## src/common/fft_stream_defines.svh

```systemverilog
// Frame size, counter width and pad word of the FFT input streamer, included by RTL and testbench
`ifndef FFT_STREAM_DEFINES_SVH
`define FFT_STREAM_DEFINES_SVH

// Beats in one frame, half of an FFT block
`define CC_FRAME_LEN 128

// Wide enough to index every beat of one frame
`define CC_COUNT_W 8

// Word sent on every beat of the pad frame
`define CC_PAD_VALUE 32'd512

`endif

```

## src/common/fft_stream_pkg.sv

```systemverilog
// Beat and frame command types shared by the streamer blocks and the testbench
package fft_stream_pkg;

    // One beat of the data stream toward the FFT core
    typedef struct packed {
        logic [31:0] data;
        // High only on the final beat of a block
        logic        last;
    } cc_beat_t;

    // Frame request from the sequencer to the sample streamer
    typedef struct packed {
        // One-cycle strobe that opens a frame
        logic start;
        // Frame carries pad words, not ring samples
        logic pad;
        // Second frame of the block, so its last beat closes the block
        logic final_frame;
    } cc_frame_cmd_t;

endpackage

```

## src/verilog/fft_config_master.sv

```systemverilog
// One-time FFT configuration handshake after reset, reports completion to the frame sequencer
`timescale 1ns/1ps

module fft_config_master (
    input  logic clk,
    input  logic reset_b,
    input  logic config_ready,
    output logic config_valid,
    output logic config_done
);

    // Request goes up on the first edge after reset and stays up until accepted
    always_ff @(posedge clk or negedge reset_b) begin
        if (!reset_b) begin
            config_valid <= 1'b0;
            config_done  <= 1'b0;
        end else if (config_valid) begin
            if (config_ready) begin
                config_valid <= 1'b0;
                config_done  <= 1'b1;
            end
        end else if (!config_done) begin
            config_valid <= 1'b1;
        end
    end

    // Request is held until the core accepts it
    a_valid_held: assert property (
        @(posedge clk) disable iff (!reset_b)
        config_valid && !config_ready |=> config_valid
    );

endmodule

```

## src/cc_stream/cc_frame_sequencer.sv

```systemverilog
// Block FSM that waits for start and configuration, then requests the data and pad frames
`timescale 1ns/1ps

module cc_frame_sequencer
    import fft_stream_pkg::*;
#(
    // 0 puts the pad frame first, 1 puts it second
    parameter int ZERO_PAD = 1
) (
    input  logic          clk,
    input  logic          reset_b,
    input  logic          start,
    input  logic          config_done,
    input  logic          frame_done,
    output cc_frame_cmd_t frame_cmd
);

    typedef enum logic [1:0] {
        SEQ_IDLE,
        SEQ_WAIT_CFG,
        SEQ_FRAME_1,
        SEQ_FRAME_2
    } seq_state_t;

    // Pad flag of each frame follows the pad order
    localparam cc_frame_cmd_t FIRST_CMD = '{
        start:       1'b1,
        pad:         (ZERO_PAD == 0),
        final_frame: 1'b0
    };
    localparam cc_frame_cmd_t SECOND_CMD = '{
        start:       1'b1,
        pad:         (ZERO_PAD != 0),
        final_frame: 1'b1
    };

    seq_state_t    state;
    seq_state_t    state_next;
    cc_frame_cmd_t cmd_next;

    always_comb begin
        state_next     = state;
        cmd_next       = frame_cmd;
        // Start is a single-cycle strobe
        cmd_next.start = 1'b0;
        case (state)
            SEQ_IDLE: begin
                if (start) begin
                    if (config_done) begin
                        state_next = SEQ_FRAME_1;
                        cmd_next   = FIRST_CMD;
                    end else begin
                        state_next = SEQ_WAIT_CFG;
                    end
                end
            end
            SEQ_WAIT_CFG: begin
                if (config_done) begin
                    state_next = SEQ_FRAME_1;
                    cmd_next   = FIRST_CMD;
                end
            end
            SEQ_FRAME_1: begin
                if (frame_done) begin
                    state_next = SEQ_FRAME_2;
                    cmd_next   = SECOND_CMD;
                end
            end
            SEQ_FRAME_2: begin
                if (frame_done) begin
                    state_next = SEQ_IDLE;
                    cmd_next   = '0;
                end
            end
            default: begin
                state_next = SEQ_IDLE;
                cmd_next   = '0;
            end
        endcase
    end

    always_ff @(posedge clk or negedge reset_b) begin
        if (!reset_b) begin
            state     <= SEQ_IDLE;
            frame_cmd <= '0;
        end else begin
            state     <= state_next;
            frame_cmd <= cmd_next;
        end
    end

    // No new frame is requested until the streamer finishes the current one
    a_no_overlap: assert property (
        @(posedge clk) disable iff (!reset_b)
        frame_cmd.start |=> (!frame_cmd.start) until frame_done
    );

endmodule

```

## src/cc_stream/cc_sample_streamer.sv

```systemverilog
// Streams one frame of ring samples or pad words to the FFT core under valid/ready flow control
`timescale 1ns/1ps

`include "fft_stream_defines.svh"

module cc_sample_streamer
    import fft_stream_pkg::*;
(
    input  logic          clk,
    input  logic          reset_b,
    input  cc_frame_cmd_t frame_cmd,
    input  logic [31:0]   ring_data,
    input  logic          data_ready,
    output logic          data_valid,
    output cc_beat_t      data_beat,
    output logic          ring_advance,
    output logic          frame_done
);

    localparam logic [`CC_COUNT_W-1:0] LAST_IDX = `CC_FRAME_LEN - 1;

    logic [`CC_COUNT_W-1:0] beat_cnt;
    logic                   pad_q;
    logic                   final_q;
    logic                   xfer;
    logic                   load_next;

    assign xfer       = data_valid && data_ready;
    assign frame_done = xfer && (beat_cnt == LAST_IDX);
    // Next beat is loaded on every transfer except the last of the frame
    assign load_next  = xfer && (beat_cnt != LAST_IDX);

    // Ring moves on each time a sample is taken into the output register
    assign ring_advance = (frame_cmd.start && !frame_cmd.pad) || (load_next && !pad_q);

    always_ff @(posedge clk or negedge reset_b) begin
        if (!reset_b) begin
            data_valid <= 1'b0;
            beat_cnt   <= '0;
            pad_q      <= 1'b0;
            final_q    <= 1'b0;
        end else if (frame_cmd.start) begin
            data_valid <= 1'b1;
            beat_cnt   <= '0;
            pad_q      <= frame_cmd.pad;
            final_q    <= frame_cmd.final_frame;
        end else if (frame_done) begin
            data_valid <= 1'b0;
        end else if (load_next) begin
            beat_cnt <= beat_cnt + 1'b1;
        end
    end

    // Output register holds its beat while the core stalls
    always_ff @(posedge clk) begin
        if (frame_cmd.start) begin
            data_beat.data <= frame_cmd.pad ? `CC_PAD_VALUE : ring_data;
            data_beat.last <= frame_cmd.final_frame && (LAST_IDX == '0);
        end else if (load_next) begin
            data_beat.data <= pad_q ? `CC_PAD_VALUE : ring_data;
            // Beat being loaded is the last one when the count sits one short
            data_beat.last <= final_q && (beat_cnt == LAST_IDX - 1'b1);
        end
    end

    // Stalled beat keeps its payload until it is taken
    a_beat_stable: assert property (
        @(posedge clk) disable iff (!reset_b)
        data_valid && !data_ready |=> data_valid && $stable(data_beat)
    );

endmodule

```

## src/verilog/cc_stream_top.sv

```systemverilog
// Top of the FFT input streamer, joins config handshake, frame sequencer and sample streamer
`timescale 1ns/1ps

module cc_stream_top
    import fft_stream_pkg::*;
#(
    // 0 sends the pad frame first, 1 sends it after the data frame
    parameter int ZERO_PAD = 1
) (
    input  logic        clk,
    input  logic        reset_b,

    // Configuration handshake with the FFT core
    output logic        config_valid,
    input  logic        config_ready,

    // Level request for one block
    input  logic        start,

    // Sample stream into the FFT core
    output logic        data_valid,
    input  logic        data_ready,
    output cc_beat_t    data_beat,

    // External ring buffer
    input  logic [31:0] ring_data,
    output logic        ring_advance
);

    logic          config_done;
    cc_frame_cmd_t frame_cmd;
    logic          frame_done;

    fft_config_master fft_config_master_i (
        .clk          (clk),
        .reset_b      (reset_b),
        .config_ready (config_ready),
        .config_valid (config_valid),
        .config_done  (config_done)
    );

    cc_frame_sequencer #(
        .ZERO_PAD (ZERO_PAD)
    ) cc_frame_sequencer_i (
        .clk         (clk),
        .reset_b     (reset_b),
        .start       (start),
        .config_done (config_done),
        .frame_done  (frame_done),
        .frame_cmd   (frame_cmd)
    );

    cc_sample_streamer cc_sample_streamer_i (
        .clk          (clk),
        .reset_b      (reset_b),
        .frame_cmd    (frame_cmd),
        .ring_data    (ring_data),
        .data_ready   (data_ready),
        .data_valid   (data_valid),
        .data_beat    (data_beat),
        .ring_advance (ring_advance),
        .frame_done   (frame_done)
    );

endmodule

```

## config.mk

```make
export PLATFORM = sky130hd
export DESIGN_NAME = cc_stream_top
export DESIGN_NICKNAME = d
export VERILOG_FILES = /design/src/common/fft_stream_pkg.sv /design/src/verilog/fft_config_master.sv /design/src/cc_stream/cc_frame_sequencer.sv /design/src/cc_stream/cc_sample_streamer.sv /design/src/verilog/cc_stream_top.sv
export VERILOG_INCLUDE_DIRS = /design/src /design/src/common
export SDC_FILE = /design/constraint.sdc
export NUM_CORES = 1
export LEC_CHECK = 0
export ABC_CLOCK_PERIOD_IN_PS = 5200
export BUFFER_PORTS_ARGS = -buffer_cell sky130_fd_sc_hd__buf_2
export CORE_ASPECT_RATIO = 1.75
export CORE_MARGIN = 4
export CORE_UTILIZATION = 45
export DETAILED_ROUTE_END_ITERATION = 8
export PLACE_DENSITY = 0.72
export RECOVER_POWER = 50
export SETUP_SLACK_MARGIN = 0.15
export SLEW_MARGIN = 10
export SYNTH_ARGS = -nofsm -noshare
export SYNTH_HDL_FRONTEND = slang
export SYNTH_SLANG_ARGS = --single-unit
```

## constraint.sdc

```tcl
create_clock -name clk -period 5.2 [get_ports clk]
set_clock_uncertainty 0.15 [all_clocks]
set_input_delay 0.52 -clock clk [delete_from_list [all_inputs] [get_ports clk]]
set_output_delay 0.52 -clock clk [all_outputs]
set_load 0.005 [all_outputs]
```

==> flow_metrics.env, run 1 <==
export IMPL_status="finished clean"
export IMPL_power_share_sequential_pct=52.7
export IMPL_rows=33
export IMPL_post_dp_cell_area_mm2=0.00264
export IMPL_rr_worst_depth=5
export IMPL_postSynthCellCount=173
export IMPL_drt_iter0_drc=35
export IMPL_yosysWarnings=0
export IMPL_netSwitchingFraction_pct=25.2
export IMPL_maxCapViolCount=0
export IMPL_syn_area_mm2=0.00224
export IMPL_rr_endpoint="cc_sample_streamer_i.data_beat[13]"
export IMPL_p_clk_share_pct=31.4
export IMPL_worst_hold_slack_ns=0.302
export IMPL_tritoncts="yes"
export IMPL_preCtsSetupSlack_ns=2.72
export IMPL_hold_buffers=1
export IMPL_gp_congestion=0.761
export IMPL_synth_area_leader_cell="edfxtp_1"
export IMPL_cts_resized=0
export IMPL_hold_depth=3
export IMPL_hold_end="fft_config_master_i.config_done"
export IMPL_fin_area_mm2=0.00274
export IMPL_clk_pin_slew_worst_paths_ns=0.09
export IMPL_yosysSeqAreaShare_pct=63.8
export IMPL_slowest_stage="a21oi_2"
export IMPL_grt_first_pass_wirelength_mm=6.71
export IMPL_areaGrowthSynthToFinish_pct=21.9
export IMPL_power_frac_comb_pct=15.9
export IMPL_synth_top_cell_area_share_pct=42.8
export IMPL_drtPass1Iterations=4
export IMPL_max_freq_mhz=407
export IMPL_htree_num_levels=2
export IMPL_power_switching_mw=0.257
export IMPL_hold_viol_final=0
export IMPL_drc_errors=0
export IMPL_ioPinCount=73
export IMPL_tightest_slew_ns=0.990
export IMPL_worstPathMaxFanout=31
export IMPL_netlist_top_cells_area="edfxtp_1 (43%), dfrtp_1 (20%), and2_1 (9.2%)"
export IMPL_dieArea_mm2=0.00622
export IMPL_vdd_ir_drop_max_uv=383
export IMPL_numCtsBuffers=5
export IMPL_clock_sinks=51
export IMPL_power_mw=1.02
export IMPL_period_share_pct=47.2
export IMPL_hold_class="in -> reg"
export IMPL_cts_path_max_buffers=2
export IMPL_path_cells="ha_1 -> and3_1 -> a21o_2 -> a21oi_2 -> and2_1"
export IMPL_leakagePower_nw=1.18
export IMPL_power_internal_mw=0.763
export IMPL_power_density_mw_per_mm2=373
export IMPL_initial_core_util_pct=47.2
export IMPL_ys_seq_elements=51
export IMPL_dp_hpwl_mm=3.23
export IMPL_cp_arrival_ns=2.47
export IMPL_setup_viol_count_final=0
export IMPL_grt_antenna_before_repair=0
export IMPL_numPortBuffers=72
export IMPL_wl_per_cell_um=14.4
export IMPL_r2r_setup_slack_ns=2.74
export IMPL_diodes=0
export IMPL_endpoint_kind="flop"
export IMPL_synth_distinct_cells=38
export IMPL_fin_tns_setup_ns=0
export IMPL_rsz0062_at_grt="false"
export IMPL_drv_slew=0
export IMPL_max_slew_margin_pct=34.0
export IMPL_critPathLaunchType="flop"
export IMPL_ant_nets=0
export IMPL_synth_avg_cell_area_um2=13.0
export IMPL_clk_latency_ns=0.30
export IMPL_vias=1516
export IMPL_postCtsSetupBuffers=0
export IMPL_fp_dieW_um=61.4
export IMPL_post_route_min_period_ns=2.46
export IMPL_holdCritStartpoint="config_ready"
export IMPL_drive_gt1_share_pct=25.0
export IMPL_core_area_mm2=0.00475
export IMPL_die_h_um=101
export IMPL_cp_required_ns=5.21
export IMPL_grt_pass1_vias=1467
export IMPL_worstReg2RegStart="cc_sample_streamer_i.beat_cnt[0]"
export IMPL_syn_nets=217
export IMPL_via_per_inst=5.05
export IMPL_setup_slack_ns=2.74
export IMPL_cts_root_buffer="clkbuf_8"
export IMPL_overflow=0
export IMPL_grt_usage_pct=14.5
export IMPL_nNetsFinal=291
export IMPL_totalWireLength_mm=4.31
export IMPL_grt_max_degree=34
export IMPL_max_stage_delay_ns=0.72
export IMPL_critical_path_class="reg -> reg"
[cells in the mapped netlist]
master	count
a2111oi_4	1
a211oi_1	2
a21o_2	1
a21oi_1	3
a21oi_2	1
a221oi_1	1
a311oi_1	1
a31o_2	1
a31oi_1	3
a41o_1	1
and2_1	33
and3_1	1
and3b_2	1
and4b_1	1
buf_2	1
buf_6	1
clkbuf_1	2
clkbuf_2	3
dfrtp_1	18
dfxtp_1	1
edfxtp_1	32
ha_1	7
inv_1	7
mux2_2	2
mux2i_1	3
nand2_1	9
nand2b_1	1
nand3_1	5
nor2_1	10
nor2b_1	2
nor3_1	1
nor3b_1	1
nor4_1	1
o21a_1	3
o21ai_0	4
o22ai_1	1
o2bb2ai_1	2
xnor2_1	5
[area by class of cell]
type                            instances  area [um2]
Tap cell                               52        65.1
Inverter                                7        26.3
Timing Repair Buffer                   74         349
Sequential cell                        51        1430
Clock inverter                          3        67.6
Fill cell                             417        2010
Clock buffer                            5        68.8
Multi-Input combinational cell        108         727
[power by group through the flow]
stage	logic (mW)	registers (mW)	clock network, mW
6_report	0.162	0.538	0.320
5_1_grt	0.185	0.547	0.347
4_1_cts	0.177	0.538	0.328
3_5_place_dp	0.174	0.546	0
3_3_place_gp	0.171	0.545	0
2_1_floorplan	0.118	0.539	0
[worst max path at each step]
stage,start,endpoint,slack [ns],depth (start not counted)
detailed placement,cc_sample_streamer_i.beat_cnt[0],cc_sample_streamer_i.data_beat[13],2.72,5
CTS,cc_sample_streamer_i.beat_cnt[0],cc_sample_streamer_i.data_beat[13],2.68,5
finish,cc_sample_streamer_i.beat_cnt[0],cc_sample_streamer_i.data_beat[13],2.74,5
global placement,cc_sample_streamer_i.beat_cnt[0],cc_sample_streamer_i.data_beat[18],2.82,5
floorplan,cc_sample_streamer_i.beat_cnt[0],cc_sample_streamer_i.data_beat[10],2.79,4
global route,cc_sample_streamer_i.beat_cnt[0],cc_sample_streamer_i.data_beat[21],2.50,5
[layout by cell type, fill, tap and decap left out, drive strengths merged, types with 2 or more instances in the layout]
master / count
o2bb2ai: 2
xnor2: 5
clkbuf: 28
inv: 7
o21a: 3
dfrtp: 18
ha: 7
edfxtp: 32
nor2: 10
a21oi: 4
a211oi: 2
mux2i: 3
o21ai: 4
nand3: 5
a31oi: 3
nor2b: 2
and2: 33
bufinv: 2
mux2: 2
buf: 50
nand2: 9
[worst max-delay path: cells and delay by family (launching register included)]
family	cells	cell delay, ns
AOI/OAI and AO/OA	2	0.98
adders and majority gates	1	0.27
DFF	1	0.44
and+or+nand+nor	2	0.47
[flip-flops by register name, summed over array words and instances (netlist names)]
register and flops:
cc_frame_sequencer_i.frame_cmd 3, cc_sample_streamer_i.final_q 1, cc_sample_streamer_i.data_valid 1, fft_config_master_i.config_valid 1, cc_sample_streamer_i.beat_cnt 8, cc_sample_streamer_i.pad_q 1
fft_config_master_i.config_done 1, cc_sample_streamer_i.data_beat 33, cc_frame_sequencer_i.state 2
[routing by layer]
layer	track usage, %	vias up	part of all wire, %
li1	-	751	-
met1	17.0	693	38
met2	24.5	66	50
met3	3.57	6	10
met4	6.54	0	1.8
met5	0	-	0
[per-stage QoR]
stage	cells	utilization (%)
6_report	300	57.6
2_1_floorplan	173	-
5_1_grt	300	57.6
3_3_place_gp	291	55.5
3_5_place_dp	291	55.5
4_1_cts	300	58.6
[cell families after synthesis]
family                     after synthesis  synth area share, %
AOI/OAI and AO/OA                       25                 8.76
and+or+nand+nor                         66                 16.3
muxes                                    5                 2.34
DFF                                     51                 63.8
adders and majority gates                7                 3.90
xor gates and xnor gates                 5                 1.95
buffers and inverters                   14                 2.90
Power figures use the tool's default switching activity.
==> run 2, diff against run 1 <==
ABC_CLOCK_PERIOD_IN_PS = 2400   (was 5200)
clock period = 2.4 ns   (was 5.2 ns; I/O delays follow)
==> flow_metrics.env, run 2 (same netlist as run 1, synthesis figures left out) <==
export IMPL_status="finished clean"
export IMPL_grt_max_degree=32
export IMPL_hold_class="in -> reg"
export IMPL_slowest_stage="dfrtp_1"
export IMPL_power_density_mw_per_mm2=775
export IMPL_hold_end="fft_config_master_i.config_done"
export IMPL_vdd_ir_drop_max_uv=602
export IMPL_numPortBuffers=72
export IMPL_core_area_mm2=0.00475
export IMPL_grt_first_pass_wirelength_mm=6.98
export IMPL_vias=1527
export IMPL_reg_top3="cc_sample_streamer_i.data_beat: 33 flops, cc_sample_streamer_i.beat_cnt: 8 flops, cc_frame_sequencer_i.frame_cmd: 3 flops"
export IMPL_max_slew_margin_pct=34.7
export IMPL_cp_arrival_ns=1.80
export IMPL_critical_path_class="reg -> out"
export IMPL_rows=33
export IMPL_holdCritStartpoint="config_ready"
export IMPL_grt_pass1_vias=1503
export IMPL_placed_cells=294
export IMPL_fin_util_pct=57.7
export IMPL_cts_root_buffer="clkbuf_8"
export IMPL_drc_errors=0
export IMPL_dieArea_mm2=0.00622
export IMPL_cp_required_ns=2.01
export IMPL_fin_tns_setup_ns=0
export IMPL_endpoint_kind="output pin"
export IMPL_drive_gt1_share_pct=27.9
export IMPL_worstReg2RegStart="cc_sample_streamer_i.beat_cnt[5]"
export IMPL_clk_latency_ns=0.30
export IMPL_tightest_slew_ns=0.979
export IMPL_post_route_min_period_ns=2.19
export IMPL_ant_nets=0
export IMPL_overflow=0
export IMPL_areaGrowthSynthToFinish_pct=22.1
export IMPL_totalWireLength_mm=4.35
export IMPL_drtPass1Iterations=4
export IMPL_rr_worst_depth=4
export IMPL_nNetsFinal=294
export IMPL_ioPinCount=73
export IMPL_clock_sinks=51
export IMPL_grt_usage_pct=15.2
export IMPL_grt_antenna_before_repair=0
export IMPL_fp_dieW_um=61.4
export IMPL_wl_per_cell_um=14.3
export IMPL_numCtsBuffers=5
export IMPL_via_per_inst=5.04
export IMPL_period_share_pct=91.4
export IMPL_dp_hpwl_mm=3.27
export IMPL_diodes=0
export IMPL_setup_viol_count_final=0
export IMPL_layout_cells_non_filler=303
export IMPL_max_stage_delay_ns=0.44
export IMPL_clk_pin_slew_worst_paths_ns=0.09
export IMPL_drt_iter0_drc=35
export IMPL_hold_depth=3
export IMPL_gp_congestion=0.745
export IMPL_rr_endpoint="cc_sample_streamer_i.beat_cnt[7]"
export IMPL_path_cells="ha_1 -> and3_1 -> a21o_2 -> o22ai_1 -> buf_2"
export IMPL_critPathLaunchType="flop"
export IMPL_tritoncts="yes"
export IMPL_htree_num_levels=2
export IMPL_top_register="cc_sample_streamer_i.data_beat"
export IMPL_leakagePower_nw=1.21
export IMPL_fin_area_mm2=0.00274
export IMPL_cts_path_max_buffers=2
export IMPL_max_freq_mhz=456
export IMPL_maxCapViolCount=0
export IMPL_drv_slew=0
export IMPL_cp_top_family="flip-flops"
export IMPL_hold_viol_final=0
export IMPL_layout_commonest_cell="buf_2"
export IMPL_worstPathMaxFanout=5
export IMPL_final_cell_mix="buf_2 (54), and2_1 (33), edfxtp_1 (32)"
export IMPL_largest_reg_flops=33
export IMPL_cp_buffers_inverters=1
export IMPL_r2r_setup_slack_ns=0.27
export IMPL_die_h_um=101
export IMPL_initial_core_util_pct=47.2
export IMPL_post_dp_cell_area_mm2=0.00266
export IMPL_rsz0062_at_grt="false"
==> run 2: changes by cell type in the layout (fill, tap and decap cells not counted), sizes merged <==
cell	before	now
clkinvlp	1	0
clkinv	0	2
bufinv	2	1
clkbuf	28	24
buf	50	57
==> run 2: where the power goes <==
part / leakage [nW] / switching, mW / internal [mW]
combinational: 0.601 / 0.197 / 0.181
sequential: 0.547 / 0.0869 / 1.07
clock: 0.0581 / 0.279 / 0.311
total: 1.21 / 0.563 / 1.56
==> run 2: worst max path at each step <==
stage / from / end / slack [ns] / depth (start not counted)
after floorplan: cc_sample_streamer_i.beat_cnt[0] / cc_sample_streamer_i.data_beat[10] / 0.30 / 4
after global placement: cc_sample_streamer_i.beat_cnt[0] / cc_sample_streamer_i.data_beat[13] / 0.39 / 6
after detailed placement: cc_sample_streamer_i.beat_cnt[0] / cc_sample_streamer_i.data_beat[16] / 0.34 / 6
after CTS: cc_sample_streamer_i.beat_cnt[0] / ring_advance / 0.17 / 5
after global routing: cc_frame_sequencer_i.frame_cmd[2] / ring_advance / 0.1 / 4
final: cc_sample_streamer_i.beat_cnt[0] / ring_advance / 0.21 / 5
==> run 2: per-layer routing <==
layer  global-route usage, %  vias to the layer above  wire length (um)
met5                       0                        -                 0
met4                    6.37                        0                79
met3                    3.83                        5               429
met2                    25.9                       59              2190
met1                    17.7                      706              1640
li1                        -                      757                 -
==> run 2: per-stage QoR <==
step / hold slack, ns / power [mW] / setup WS [ns]
after floorplan: -0.206 / 1.42 / 0.295
after global placement: 0.0484 / 1.57 / 0.391
after detailed placement: 0.0463 / 1.58 / 0.336
after CTS: 0.00141 / 2.18 / 0.166
after global routing: 0.0311 / 2.26 / 0.0979
final: 0.0108 / 2.12 / 0.207
==> run 2: worst register-to-register path: stages, from the launching register on <==
cell	delay (ns)
dfrtp_1	0.44
and4b_1	0.32
a2111oi_1	0.71
a311oi_1	0.19
a41o_1	0.23
==> run 2: cell type report <==
class                      instances  area [um2]
clock buffer                       5        68.8
sequential                        51        1430
clock inverter                     3        43.8
inverter                           7        26.3
tap                               52        65.1
multi-input combinational        108         731
timing repair buffer              77         374
fill                             411        2010
==> run 2: repair_timing <==
| action | CTS | global route |
|---|---|---|
| hold buffers | 1 | 0 |
| endpoints found under the hold margin | 18 | 0 |
| buffers inserted | 0 | 0 |
| resized for setup | 0 | 1 |
| endpoints found under the setup margin | 0 | 1 |
